--- config.mk ---
export PLATFORM = sky130hd
export DESIGN_NAME = rv_core
export DESIGN_NICKNAME = d
export VERILOG_FILES = /design/src/verilog/rv_pkg.sv /design/src/verilog/exu_if.sv /design/src/verilog/idu.sv /design/src/verilog/exu.sv /design/src/verilog/core_ctrl.sv /design/src/verilog/retire_counter.sv /design/src/verilog/rv_core.sv
export VERILOG_INCLUDE_DIRS = /design/src /design/src/verilog
export SDC_FILE = /design/constraint.sdc
export NUM_CORES = 2
export LEC_CHECK = 0
export BUFFER_PORTS_ARGS = -buffer_cell sky130_fd_sc_hd__clkbuf_2
export CAP_MARGIN = 20
export CORE_UTILIZATION = 64
export CTS_CLUSTER_DIAMETER = 150
export DETAILED_ROUTE_END_ITERATION = 10
export PLACE_DENSITY_LB_ADDON = 0.15
export SLEW_MARGIN = 20
export SYNTH_ARGS = -nofsm -noshare
export SYNTH_HDL_FRONTEND = slang
export SYNTH_HIERARCHICAL = 1
export SYNTH_SLANG_ARGS = --single-unit
--- constraint.sdc ---
create_clock -name clk -period 13.06 [get_ports clk]
set_clock_uncertainty 0.1 [all_clocks]
set_input_delay 1.306 -clock clk [delete_from_list [all_inputs] [get_ports clk]]
set_output_delay 1.306 -clock clk [all_outputs]
set_load 0.05 [all_outputs]
--- src/verilog/rv_config.svh ---
`ifndef RV_CONFIG_SVH
`define RV_CONFIG_SVH

`define RV_RESET_PC   32'h0000_0000
`define RV_NUM_REGS   32
`define RV_SEL_W      4
`define RV_WAIT_LIMIT 32'd64

`endif

--- src/verilog/rv_pkg.sv ---
`include "rv_config.svh"

package rv_pkg;

	typedef logic [31:0] word_t;
	typedef logic [6:0] opcode_t;
	typedef logic [2:0] funct3_t;
	typedef logic [6:0] funct7_t;
	typedef logic [4:0] reg_idx_t;
	typedef logic [`RV_SEL_W-1:0] sel_t;

	typedef enum logic [1:0] {
		FETCH,
		EXEC,
		MEM,
		RETIRE
	} core_state_t;

	// major opcodes of the supported subset
	localparam opcode_t OP_LUI    = 7'b0110111;
	localparam opcode_t OP_AUIPC  = 7'b0010111;
	localparam opcode_t OP_JAL    = 7'b1101111;
	localparam opcode_t OP_JALR   = 7'b1100111;
	localparam opcode_t OP_BRANCH = 7'b1100011;
	localparam opcode_t OP_LOAD   = 7'b0000011;
	localparam opcode_t OP_STORE  = 7'b0100011;
	localparam opcode_t OP_IMM    = 7'b0010011;
	localparam opcode_t OP_REG    = 7'b0110011;

endpackage

--- src/verilog/exu_if.sv ---
interface exu_if;
	import rv_pkg::*;

	opcode_t opcode;
	funct3_t funct3;
	funct7_t funct7;
	word_t src1;
	word_t src2;
	word_t imm;
	word_t pc;

	word_t val;
	logic taken;
	word_t target;
	logic mem_req;
	logic mem_we;
	word_t mem_addr;
	word_t mem_wdata;
	sel_t mem_sel;

	modport idu (output opcode, funct3, funct7, src1, src2, imm, pc);
	modport exu (input opcode, funct3, funct7, src1, src2, imm, pc,
		output val, taken, target, mem_req, mem_we, mem_addr, mem_wdata, mem_sel);
	modport ctrl (input taken, target, mem_req, mem_we, mem_addr, mem_wdata, mem_sel);

endinterface

--- src/verilog/idu.sv ---
`include "rv_config.svh"

module idu (
	input logic clk,
	input logic arst_n,
	input rv_pkg::word_t instr,
	input rv_pkg::word_t pc,
	input logic wr_en,
	input rv_pkg::reg_idx_t wr_idx,
	input rv_pkg::word_t wr_data,
	output rv_pkg::reg_idx_t rd_idx,
	exu_if.idu eif
);
	import rv_pkg::*;

	word_t regs [`RV_NUM_REGS];
	reg_idx_t rs1;
	reg_idx_t rs2;

	assign eif.opcode = instr[6:0];
	assign eif.funct3 = instr[14:12];
	assign eif.funct7 = instr[31:25];
	assign eif.pc = pc;
	assign rd_idx = instr[11:7];
	assign rs1 = instr[19:15];
	assign rs2 = instr[24:20];

	always_comb begin
		case (eif.opcode)
			OP_IMM, OP_LOAD, OP_JALR: eif.imm = {{20{instr[31]}}, instr[31:20]};
			OP_STORE: eif.imm = {{20{instr[31]}}, instr[31:25], instr[11:7]};
			OP_BRANCH: eif.imm = {{19{instr[31]}}, instr[31], instr[7], instr[30:25],
				instr[11:8], 1'b0};
			OP_LUI, OP_AUIPC: eif.imm = {instr[31:12], 12'b0};
			OP_JAL: eif.imm = {{11{instr[31]}}, instr[31], instr[19:12], instr[20],
				instr[30:21], 1'b0};
			default: eif.imm = '0;
		endcase
	end

	// x0 is never written so it keeps its reset zero
	always_ff @(posedge clk or negedge arst_n) begin
		if (!arst_n) begin
			for (int i = 0; i < `RV_NUM_REGS; i++) begin
				regs[i] <= '0;
			end
		end else if (wr_en && wr_idx != '0) begin
			regs[wr_idx] <= wr_data;
		end
	end

	assign eif.src1 = regs[rs1]; // async read
	assign eif.src2 = regs[rs2];

endmodule

--- src/verilog/exu.sv ---
module exu (
	exu_if.exu eif,
	input rv_pkg::word_t load_data
);
	import rv_pkg::*;

	word_t val0;
	word_t val1;
	word_t val2;
	word_t addr;
	word_t lbu_val;
	logic [4:0] shamt_i;
	logic [4:0] shamt_r;
	logic slt_rr;
	logic sltiu_ri;

	assign addr = eif.src1 + eif.imm;
	assign lbu_val = (load_data >> {addr[1:0], 3'b000}) & 32'hff;
	assign shamt_i = eif.imm[4:0];
	assign shamt_r = eif.src2[4:0];
	assign slt_rr = $signed(eif.src1) < $signed(eif.src2);
	assign sltiu_ri = eif.src1 < eif.imm;

	always_comb begin
		case (eif.opcode)
			OP_LUI: val0 = eif.imm;
			OP_AUIPC: val0 = eif.pc + eif.imm;
			OP_JAL: val0 = eif.pc + 32'd4; // link
			default: val0 = '0;
		endcase
	end

	always_comb begin
		case ({eif.funct3, eif.opcode})
			{3'b010, OP_LOAD}: val1 = load_data; // lw
			{3'b100, OP_LOAD}: val1 = lbu_val; // lbu
			{3'b000, OP_IMM}: val1 = addr; // addi
			{3'b011, OP_IMM}: val1 = {31'b0, sltiu_ri};
			{3'b100, OP_IMM}: val1 = eif.src1 ^ eif.imm;
			{3'b111, OP_IMM}: val1 = eif.src1 & eif.imm;
			{3'b000, OP_JALR}: val1 = eif.pc + 32'd4;
			default: val1 = '0;
		endcase
	end

	always_comb begin
		case ({eif.funct7, eif.funct3, eif.opcode})
			{7'h00, 3'b001, OP_IMM}: val2 = eif.src1 << shamt_i; // slli
			{7'h00, 3'b101, OP_IMM}: val2 = eif.src1 >> shamt_i; // srli
			{7'h20, 3'b101, OP_IMM}: val2 = $signed(eif.src1) >>> shamt_i; // srai
			{7'h00, 3'b000, OP_REG}: val2 = eif.src1 + eif.src2;
			{7'h20, 3'b000, OP_REG}: val2 = eif.src1 - eif.src2;
			{7'h00, 3'b001, OP_REG}: val2 = eif.src1 << shamt_r;
			{7'h00, 3'b010, OP_REG}: val2 = {31'b0, slt_rr};
			{7'h00, 3'b011, OP_REG}: val2 = {31'b0, eif.src1 < eif.src2}; // sltu
			{7'h00, 3'b100, OP_REG}: val2 = eif.src1 ^ eif.src2;
			{7'h00, 3'b110, OP_REG}: val2 = eif.src1 | eif.src2;
			{7'h00, 3'b111, OP_REG}: val2 = eif.src1 & eif.src2;
			default: val2 = '0;
		endcase
	end

	// at most one key table hits
	assign eif.val = val0 | val1 | val2;

	always_comb begin
		eif.taken = 1'b0;
		eif.target = eif.pc + eif.imm; // jal and branches
		if (eif.opcode == OP_JAL) begin
			eif.taken = 1'b1;
		end else begin
			case ({eif.funct3, eif.opcode})
				{3'b000, OP_JALR}: begin
					eif.taken = 1'b1;
					eif.target = addr & ~32'b1;
				end
				{3'b000, OP_BRANCH}: eif.taken = eif.src1 == eif.src2; // beq
				{3'b001, OP_BRANCH}: eif.taken = eif.src1 != eif.src2; // bne
				{3'b101, OP_BRANCH}: eif.taken = !slt_rr; // bge
				{3'b110, OP_BRANCH}: eif.taken = eif.src1 < eif.src2; // bltu
				{3'b111, OP_BRANCH}: eif.taken = eif.src1 >= eif.src2; // bgeu
				default: eif.taken = 1'b0;
			endcase
		end
	end

	assign eif.mem_addr = addr;
	assign eif.mem_wdata = eif.src2 << {addr[1:0], 3'b000}; // lane aligned

	always_comb begin
		eif.mem_req = 1'b1;
		eif.mem_we = 1'b0;
		case ({eif.funct3, eif.opcode})
			{3'b010, OP_LOAD}: eif.mem_sel = 4'b1111;
			{3'b100, OP_LOAD}: eif.mem_sel = sel_t'(4'b0001 << addr[1:0]);
			{3'b000, OP_STORE}: begin
				eif.mem_we = 1'b1;
				eif.mem_sel = sel_t'(4'b0001 << addr[1:0]); // sb
			end
			{3'b001, OP_STORE}: begin
				eif.mem_we = 1'b1;
				eif.mem_sel = sel_t'(4'b0011 << addr[1:0]); // sh
			end
			{3'b010, OP_STORE}: begin
				eif.mem_we = 1'b1;
				eif.mem_sel = 4'b1111; // sw
			end
			default: begin
				eif.mem_req = 1'b0;
				eif.mem_sel = '0;
			end
		endcase
	end

endmodule

--- src/verilog/core_ctrl.sv ---
`include "rv_config.svh"

module core_ctrl (
	input logic clk,
	input logic arst_n,
	exu_if.ctrl eif,
	input rv_pkg::word_t exu_val,
	input rv_pkg::reg_idx_t rd_idx,
	output logic wb_cyc,
	output logic wb_stb,
	output logic wb_we,
	output rv_pkg::word_t wb_adr,
	output rv_pkg::word_t wb_dat_o,
	output rv_pkg::sel_t wb_sel,
	input rv_pkg::word_t wb_dat_i,
	input logic wb_ack,
	output rv_pkg::word_t instr,
	output rv_pkg::word_t pc,
	output rv_pkg::word_t load_data,
	output logic wr_en,
	output rv_pkg::reg_idx_t wr_idx,
	output rv_pkg::word_t wr_data,
	output logic retire_valid,
	output logic bus_wait,
	output logic retire
);
	import rv_pkg::*;

	core_state_t state;

	// true for the supported encodings that have an rd
	function automatic logic writes_rd(word_t ins);
		funct3_t f3;
		funct7_t f7;
		f3 = ins[14:12];
		f7 = ins[31:25];
		case (opcode_t'(ins[6:0]))
			OP_LUI, OP_AUIPC, OP_JAL: return 1'b1;
			OP_JALR: return f3 == 3'b000;
			OP_LOAD: return f3 == 3'b010 || f3 == 3'b100;
			OP_IMM: begin
				if (f3 == 3'b001) return f7 == 7'h00;
				if (f3 == 3'b101) return f7 == 7'h00 || f7 == 7'h20;
				return f3 != 3'b010 && f3 != 3'b110;
			end
			OP_REG: begin
				if (f7 == 7'h20) return f3 == 3'b000; // sub
				return f7 == 7'h00 && f3 != 3'b101;
			end
			default: return 1'b0;
		endcase
	endfunction

	assign wb_stb = wb_cyc;
	assign bus_wait = wb_cyc && !wb_ack;
	assign retire = state == RETIRE;
	assign retire_valid = retire;
	assign wr_en = retire && writes_rd(instr);
	assign wr_idx = rd_idx;
	assign wr_data = exu_val;

	always_ff @(posedge clk or negedge arst_n) begin
		if (!arst_n) begin
			state <= FETCH;
			pc <= `RV_RESET_PC;
			wb_cyc <= 1'b0;
			wb_we <= 1'b0;
		end else begin
			case (state)
				FETCH: begin
					if (!wb_cyc) begin
						wb_cyc <= 1'b1; // start instruction read
						wb_we <= 1'b0;
					end else if (wb_ack) begin
						wb_cyc <= 1'b0;
						state <= EXEC;
					end
				end
				EXEC: begin
					if (eif.mem_req) begin
						wb_cyc <= 1'b1;
						wb_we <= eif.mem_we;
						state <= MEM;
					end else begin
						state <= RETIRE;
					end
				end
				MEM: begin
					if (wb_ack) begin
						wb_cyc <= 1'b0;
						wb_we <= 1'b0;
						state <= RETIRE;
					end
				end
				RETIRE: begin
					pc <= eif.taken ? eif.target : pc + 32'd4;
					state <= FETCH;
				end
				default: state <= FETCH;
			endcase
		end
	end

	always_ff @(posedge clk) begin
		if (state == FETCH && !wb_cyc) begin
			wb_adr <= pc;
			wb_sel <= '1;
		end
		if (state == FETCH && wb_cyc && wb_ack) begin
			instr <= wb_dat_i;
		end
		if (state == EXEC && eif.mem_req) begin
			wb_adr <= eif.mem_addr;
			wb_dat_o <= eif.mem_wdata;
			wb_sel <= eif.mem_sel;
		end
		if (state == MEM && wb_ack) begin
			load_data <= wb_dat_i; // harmless on stores
		end
	end

endmodule

--- src/verilog/retire_counter.sv ---
`include "rv_config.svh"

module retire_counter (
	input logic clk,
	input logic arst_n,
	input logic retire,
	input logic bus_wait,
	output rv_pkg::word_t instret,
	output rv_pkg::word_t cycles,
	output logic bus_timeout
);
	import rv_pkg::*;

	word_t wait_cnt; // length of the current bus wait

	always_ff @(posedge clk or negedge arst_n) begin
		if (!arst_n) begin
			instret <= '0;
			cycles <= '0;
			wait_cnt <= '0;
			bus_timeout <= 1'b0;
		end else begin
			cycles <= cycles + 32'd1;
			if (retire) instret <= instret + 32'd1;
			if (!bus_wait) begin
				wait_cnt <= '0;
			end else if (wait_cnt >= `RV_WAIT_LIMIT) begin
				bus_timeout <= 1'b1; // sticky until reset
			end else begin
				wait_cnt <= wait_cnt + 32'd1;
			end
		end
	end

endmodule

--- src/verilog/rv_core.sv ---
module rv_core (
	input logic clk,
	input logic arst_n,
	output logic wb_cyc,
	output logic wb_stb,
	output logic wb_we,
	output rv_pkg::word_t wb_adr,
	output rv_pkg::word_t wb_dat_o,
	output rv_pkg::sel_t wb_sel,
	input rv_pkg::word_t wb_dat_i,
	input logic wb_ack,
	output logic retire_valid,
	output rv_pkg::word_t retire_pc,
	output rv_pkg::reg_idx_t retire_rd,
	output rv_pkg::word_t retire_value,
	output logic retire_we,
	output rv_pkg::word_t instret,
	output rv_pkg::word_t cycles,
	output logic bus_timeout
);
	import rv_pkg::*;

	exu_if eif ();

	word_t instr;
	word_t pc;
	word_t load_data;
	logic wr_en;
	reg_idx_t wr_idx;
	word_t wr_data;
	reg_idx_t rd_idx;
	logic bus_wait;
	logic retire;

	idu u_idu (
		.clk(clk),
		.arst_n(arst_n),
		.instr(instr),
		.pc(pc),
		.wr_en(wr_en),
		.wr_idx(wr_idx),
		.wr_data(wr_data),
		.rd_idx(rd_idx),
		.eif(eif)
	);

	exu u_exu (
		.eif(eif),
		.load_data(load_data)
	);

	core_ctrl u_ctrl (
		.clk(clk),
		.arst_n(arst_n),
		.eif(eif),
		.exu_val(eif.val),
		.rd_idx(rd_idx),
		.wb_cyc(wb_cyc),
		.wb_stb(wb_stb),
		.wb_we(wb_we),
		.wb_adr(wb_adr),
		.wb_dat_o(wb_dat_o),
		.wb_sel(wb_sel),
		.wb_dat_i(wb_dat_i),
		.wb_ack(wb_ack),
		.instr(instr),
		.pc(pc),
		.load_data(load_data),
		.wr_en(wr_en),
		.wr_idx(wr_idx),
		.wr_data(wr_data),
		.retire_valid(retire_valid),
		.bus_wait(bus_wait),
		.retire(retire)
	);

	retire_counter u_cnt (
		.clk(clk),
		.arst_n(arst_n),
		.retire(retire),
		.bus_wait(bus_wait),
		.instret(instret),
		.cycles(cycles),
		.bus_timeout(bus_timeout)
	);

	assign retire_pc = pc;
	assign retire_rd = wr_idx;
	assign retire_value = wr_data;
	assign retire_we = wr_en;

endmodule

* Word level (Yosys, flattened, before mapping)
Index checks and enable logic that the tools add are counted.
** Storage, ports and cells
- Input port bits :: 35
- Flip-flop bits (word level) :: 1289
- Logic and storage cells :: 221
** Operators by class
- Muxes and demuxes :: 54
- $lt $le $gt $ge :: 9
- Bitwise operators :: 10
- Reduce and logical (&&, ||, !) cells :: 33
- Equal/unequal tests :: 54
- Add/subtract/negate cells :: 8
- Shifts and indexed selects :: 8
** Operators by type and width (count)
- $bwmux 1024 :: 1
- $mux 32 :: 12
- $pmux 32 s11 :: 1
- $bmux 32 s5 :: 2
- $pmux 32 s7 :: 1
- $demux 32 s5 :: 1
- $pmux 32 s5 :: 1
- $add 32x1->32 const B :: 3
- $add 32x32->32 :: 3
- $lt 32x32->1 :: 3
- $or 32x32->32 :: 3
- $pmux 32 s3 :: 1
- $shl 32x5->32 :: 3
- $eq 17x10->1 const B :: 4
- $and 32x32->32 :: 2
- $xor 32x32->32 :: 2
- $eq 10x10->1 const B :: 6
- $eq 17x16->1 const B :: 2
- $eq 17x8->1 const B :: 2
- $eq 17x9->1 const B :: 2
- $add 32x3->32 const B :: 1
- $eq 32x32->1 :: 1
- $ge 32x32->1 :: 1
- $ge 32x7->1 const B :: 1
- 52 further kinds :: 117

* Longest topological paths before layout
- Word-level depth :: 10
- Gate-level depth with buffers :: 26

* Hierarchy
The synthesis kept the hierarchy.
** Modules (own cells, without submodules)
- idu :: area each 56275.2 um^2, cells an instance 4730, instances 1
- exu :: area each 16525.8 um^2, cells an instance 2522, instances 1
- core_ctrl :: area each 7019.2 um^2, cells an instance 497, instances 1
- retire_counter :: area each 4141.5 um^2, cells an instance 351, instances 1

* Least setup slack after synthesis
OpenSTA, ideal clock, no wires.
- Path type :: register to output
- Start point :: register u_ctrl.instr[16]
- End point :: output retire_value[0]
- Path buffers :: 5
- Cell stages (with the launch flop) :: 23
- Data required time :: 11654 ps
- Arrival time :: 4983 ps
- Slack :: 6671 ps
- Path through :: edfxtp_1 > buf_2 > buf_2 > buf_2 > buf_2 > mux2i_1 > a21oi_1 > nand3_1 > nand3_1 > inv_1 > ha_1 > fa_1 > o21ba_2 > o2111ai_1 > a31oi_1 > o31a_1 > o41ai_2 > o21ai_1 > o31ai_2 > xnor2_1 > nor4_1 > or4_1 > buf_4
** On the way
- Longest elaborated chain between the ends :: 9
- Elaborated cells between the ends (all ways) :: 25
- Those cells by class :: add/sub: 3; order compare: 3; shift: 5; mux: 6; bitwise: 8
** Ends and longest elaborated chain
- start: declaration :: line core_ctrl.sv:17 : output rv_pkg::word_t instr,
- start signal: assignment :: line core_ctrl.sv:110 : instr <= wb_dat_i;
- $not 5->6 (not written as such) (*) :: line idu.sv:52 : assign eif.src1 = regs[rs1];
- $bmux 32 s5 (*) :: line idu.sv:52
- $mux 32 (not written as such) (*) (2 in a row) :: line idu.sv:52
- via eif.src1[0] :: line exu_if.sv:7 : word_t src1;
- $add 32x32->32 :: line exu.sv:17 : assign addr = eif.src1 + eif.imm;
- $shr 32x5->8 :: line exu.sv:18 : assign lbu_val = (load_data >> {addr[1:0], 3'b000}) & 32'hff;
- $pmux 32 s7 :: line exu.sv:34 : case ({eif.funct3, eif.opcode})
- $or 32x32->32 :: line exu.sv:64 : assign eif.val = val0 | val1 | val2;
- $or 32x32->32 (*) :: line exu.sv:64
- end: declaration :: line rv_core.sv:15 : output rv_pkg::word_t retire_value,
Mark *: on every way through the listed nets, which the timed path passes. The rest lies on a longest branch. The select of a mux whose other input is x is not followed.

* Worst setup path after layout
- Start point :: register u_ctrl.instr[16]
- End point :: output retire_value[29]
** On the way
- Longest elaborated chain between the ends :: 8
- Elaborated cells between the ends (all ways) :: 23
- Those cells by class :: add/sub: 4; shift: 4; mux: 7; bitwise: 8
** Ends and longest elaborated chain (line)
- $not 5->6 (not written as such) (*) :: idu.sv:52
- $bmux 32 s5 (*) :: idu.sv:52
- $mux 32 (not written as such) (*) (2 in a row) :: idu.sv:52
- via eif.src1[11] :: exu_if.sv:7
- $add 32x32->32 :: exu.sv:17
- $pmux 32 s7 :: exu.sv:34
- $or 32x32->32 :: exu.sv:64
- $or 32x32->32 (*) :: exu.sv:64
Marks and branches as above.

==> metrics.txt <==
initial antenna violation count=18; first-pass GRT wire length=498000 um; Clk Latency, worst-skew pair=0.82 ns; CP cell instances=buf_12 -> buf_12 -> buf_4 -> buf_4 -> mux2i_1 -> a22oi_1 -> a31oi_1 -> nand3_1 -> buf_4 -> inv_1 -> ha_1 -> or3_1 -> nor3_1 -> o2bb2ai_1 -> nand3_1 -> o31ai_1 -> buf_4 -> o31ai_1 -> buf_4 -> a21oi_1 -> o31ai_1 -> mux2i_1 -> nand3_2 -> clkbuf_2; Internal Power=0.00762 W; crit share post-route=84.0%; fraction of layout cells with a size suffix above 1=22.7%; via count=73980; synthesized cell area=84000 um^2; leak pwr=43.4 nW; Worst path slowest cell=nor3_1; Psw=0.00496 W; Post-synth ARST share=89.8%; Post-Syn Area per Cell=10.4 um^2; clock-pin transition on the worst setup and hold timing paths=0.06 ns; Synth Register Bits=1289; Initial Utilization=64.7%; most common cell after layout, fill and taps aside=dfrtp_1; CP Data Required Time=11.65 ns; IO Pins=242; switch share=39.4%; CTS tree=built; Peak VDD IR=0.000134 V; crit path time final=10.97 ns; setup TNS=0 ns; CP endpoint kind=output port; Worst Tran Pin Value=1.31 ns; Syn. warnings=6; CTS Buffer Depth=3; largest net degree at the start of global routing=193; clock share of power=32.3%; RSZ-0062 raised after global routing=no; area grow syn2layout=7.95%; Slew Limit Fails=0; die area=133000 um^2; max_slew headroom=12.6%; total power=0.0126 W; HPWL after detailed placement=223000 um; Die Wd=364 um; register area=32900 um^2; Comb pwr share=32.6%; Total GRT Usage=51.7%; post-synthesis sequential area ratio=39.2%; power per cell area=139 nW/um^2; syn_nets=8359; DR iter-0 viols=11109; WL final=350000 um; # DRC=0; worst hold path class=reg -> reg; area of the core=130000 um^2; status=finished clean; Vert. Die Dim=364 um; Distinct cells, synth=111; startpoint types=register; critical path's most frequent cell=buf_4; FILL cells=9216; Reg power frac=35.0%; CP Data Arrival Time=9.56 ns; gpl congestion=1.14; Num Clock Sinks=1289; post-CTS setup buffers=0; grt total ovfl=0; Post-CTS Resized=0; # setup viols final=0; input/output buffers=241; area of the multi-input gates=47100 um^2; DR pass1 iterations=9; delay of the slowest critical-path stage=0.92 ns; fmax=0.0912 GHz; vias in the first global route=71352; max-cap viol count=0; WL per Instance=35.8 um; Critical Path Fanout Max=94; number of synthesized flops with an enable pin=132; commonest non-fill, non-tap cells in the layout=1157 x dfrtp_1, 1099 x mux2i_1, 991 x mux2_2; Crit Path Category=reg -> out; row count=132; Post-Syn Instances=8100; Antenna Violating Nets Remaining=0; Most used DFF post-synth=dfrtp_1; CTS Buf Count=135; Hold-fix buffers, CTS=0; final hold vios=0; final net count=8176; vias per cell=7.57; clk root buf=clkbuf_16; H-tree levels=4
-- final cells by class --
cell class | count | share of cell area, %
clock buffers | 193 | 4.31
clock inverters | 51 | 0.854
multi-input cells | 5842 | 51.9
flip-flops and latches | 1289 | 36.3
repair buffers | 445 | 3.32
inverters | 204 | 0.845
well taps | 1742 | 2.40
diodes | 9 | 0.0248
-- cells by family after synthesis --
logic type / Yosys count / share of synthesized area [%]
compound gates: 1628 / 13.1
xor+xnor: 154 / 1.61
simple gates: 1680 / 9.80
buf+inv: 969 / 5.22
fa+ha+maj: 224 / 3.37
mux: 2156 / 27.7
flops: 1289 / 39.2
-- Yosys cell counts (40+ instances only) --
cell type  number  area share (%)
dfrtp_1      1157              34
nand2_1       532             2.4
nand3_1       318             1.9
a221oi_1       59            0.62
a31oi_1        95            0.71
nor2_1        272             1.2
a21oi_1       476             2.8
buf_4         104            0.93
inv_1         202            0.90
a22o_1        140             1.5
nor3_1        141            0.84
a21o_1         51            0.46
o21ai_0       187             1.1
mux2_2        991              13
a211oi_1       41            0.37
mux2i_1      1100              13
a22oi_1       221             2.0
clkbuf_1      369             1.6
xnor2_1       114             1.2
and2_1         54            0.40
nand4_1        73            0.54
ha_1          220             3.3
buf_1          49            0.22
xor2_1         40            0.42
buf_2         233             1.4
edfxtp_1      132             4.7
and3_1         46            0.34
-- registers in the layout, summed over array words and instances (netlist names) --
register	flops
u_cnt/bus_timeout	1
u_cnt/cycles	32
u_cnt/instret	32
u_cnt/wait_cnt	32
u_ctrl/instr	32
u_ctrl/load_data	32
u_ctrl/pc	32
u_ctrl/state	2
u_ctrl/wb_adr	32
u_ctrl/wb_cyc	1
u_ctrl/wb_dat_o	32
u_ctrl/wb_sel	4
u_ctrl/wb_we	1
u_idu/regs	1024
-- per-stage QoR --
stage	cells	utilization (%)	instance area (um^2)	hold slack [ns]	setup slack, ns
floorplan	8100	-	84000	0.349	6.67
global placement	9520	66.1	85800	0.284	3.27
detailed placement	9520	66.1	85800	0.288	3.04
CTS	9764	69.7	90500	0.302	2.17
global route	9767	69.8	90600	0.312	2.18
finish	9775	69.8	90600	0.304	2.09
-- layer usage --
layer | wire, um | GRT usage [%] | up-vias
met5 | 82 | 0 | -
met4 | 36400 | 43.6 | 12
li1 | - | - | 29535
met1 | 121000 | 62.1 | 36319
met3 | 45300 | 16.9 | 1886
met2 | 148000 | 75.1 | 6228
-- worst paths after layout --
| path | start | depth (start not counted) | end | slack, ns |
|---|---|---|---|---|
| max | u_ctrl/instr[16] | 24 | retire_value[29] | 2.09 |
| min | u_idu/regs[998] | 0 | u_idu/regs[998] | 0.30 |
| max reg2reg | u_ctrl/instr[16] | 25 | u_ctrl/pc[29] | 2.90 |
| min reg2reg | u_idu/regs[998] | 0 | u_idu/regs[998] | 0.30 |
| max in group asynchronous | arst_n | 4 | u_idu/regs[922] | 9.79 |
| min in group asynchronous | arst_n | 1 | u_cnt/cycles[20] | 0.41 |
-- critical path, delay by kind of cell, from the launching register on --
kind | cells | cell delay [ns]
adder cells (fa/ha/maj) | 1 | 0.49
AND/OR/NAND/NOR | 5 | 2.37
buffers and inverters | 9 | 3.07
multiplexers | 2 | 0.37
flip-flops | 1 | 0.91
AO/OA/AOI/OAI | 7 | 1.35
-- power by group through the flow --
stage	clock, W	sequential [W]	combinational, W
2_1_floorplan	0	0.00455	0.00229
3_3_place_gp	0	0.00445	0.00381
3_5_place_dp	0	0.00446	0.00384
4_1_cts	0.00406	0.00438	0.00386
5_1_grt	0.00423	0.00441	0.00418
6_report	0.00407	0.00441	0.00411
(Power assumes the default switching activity.)
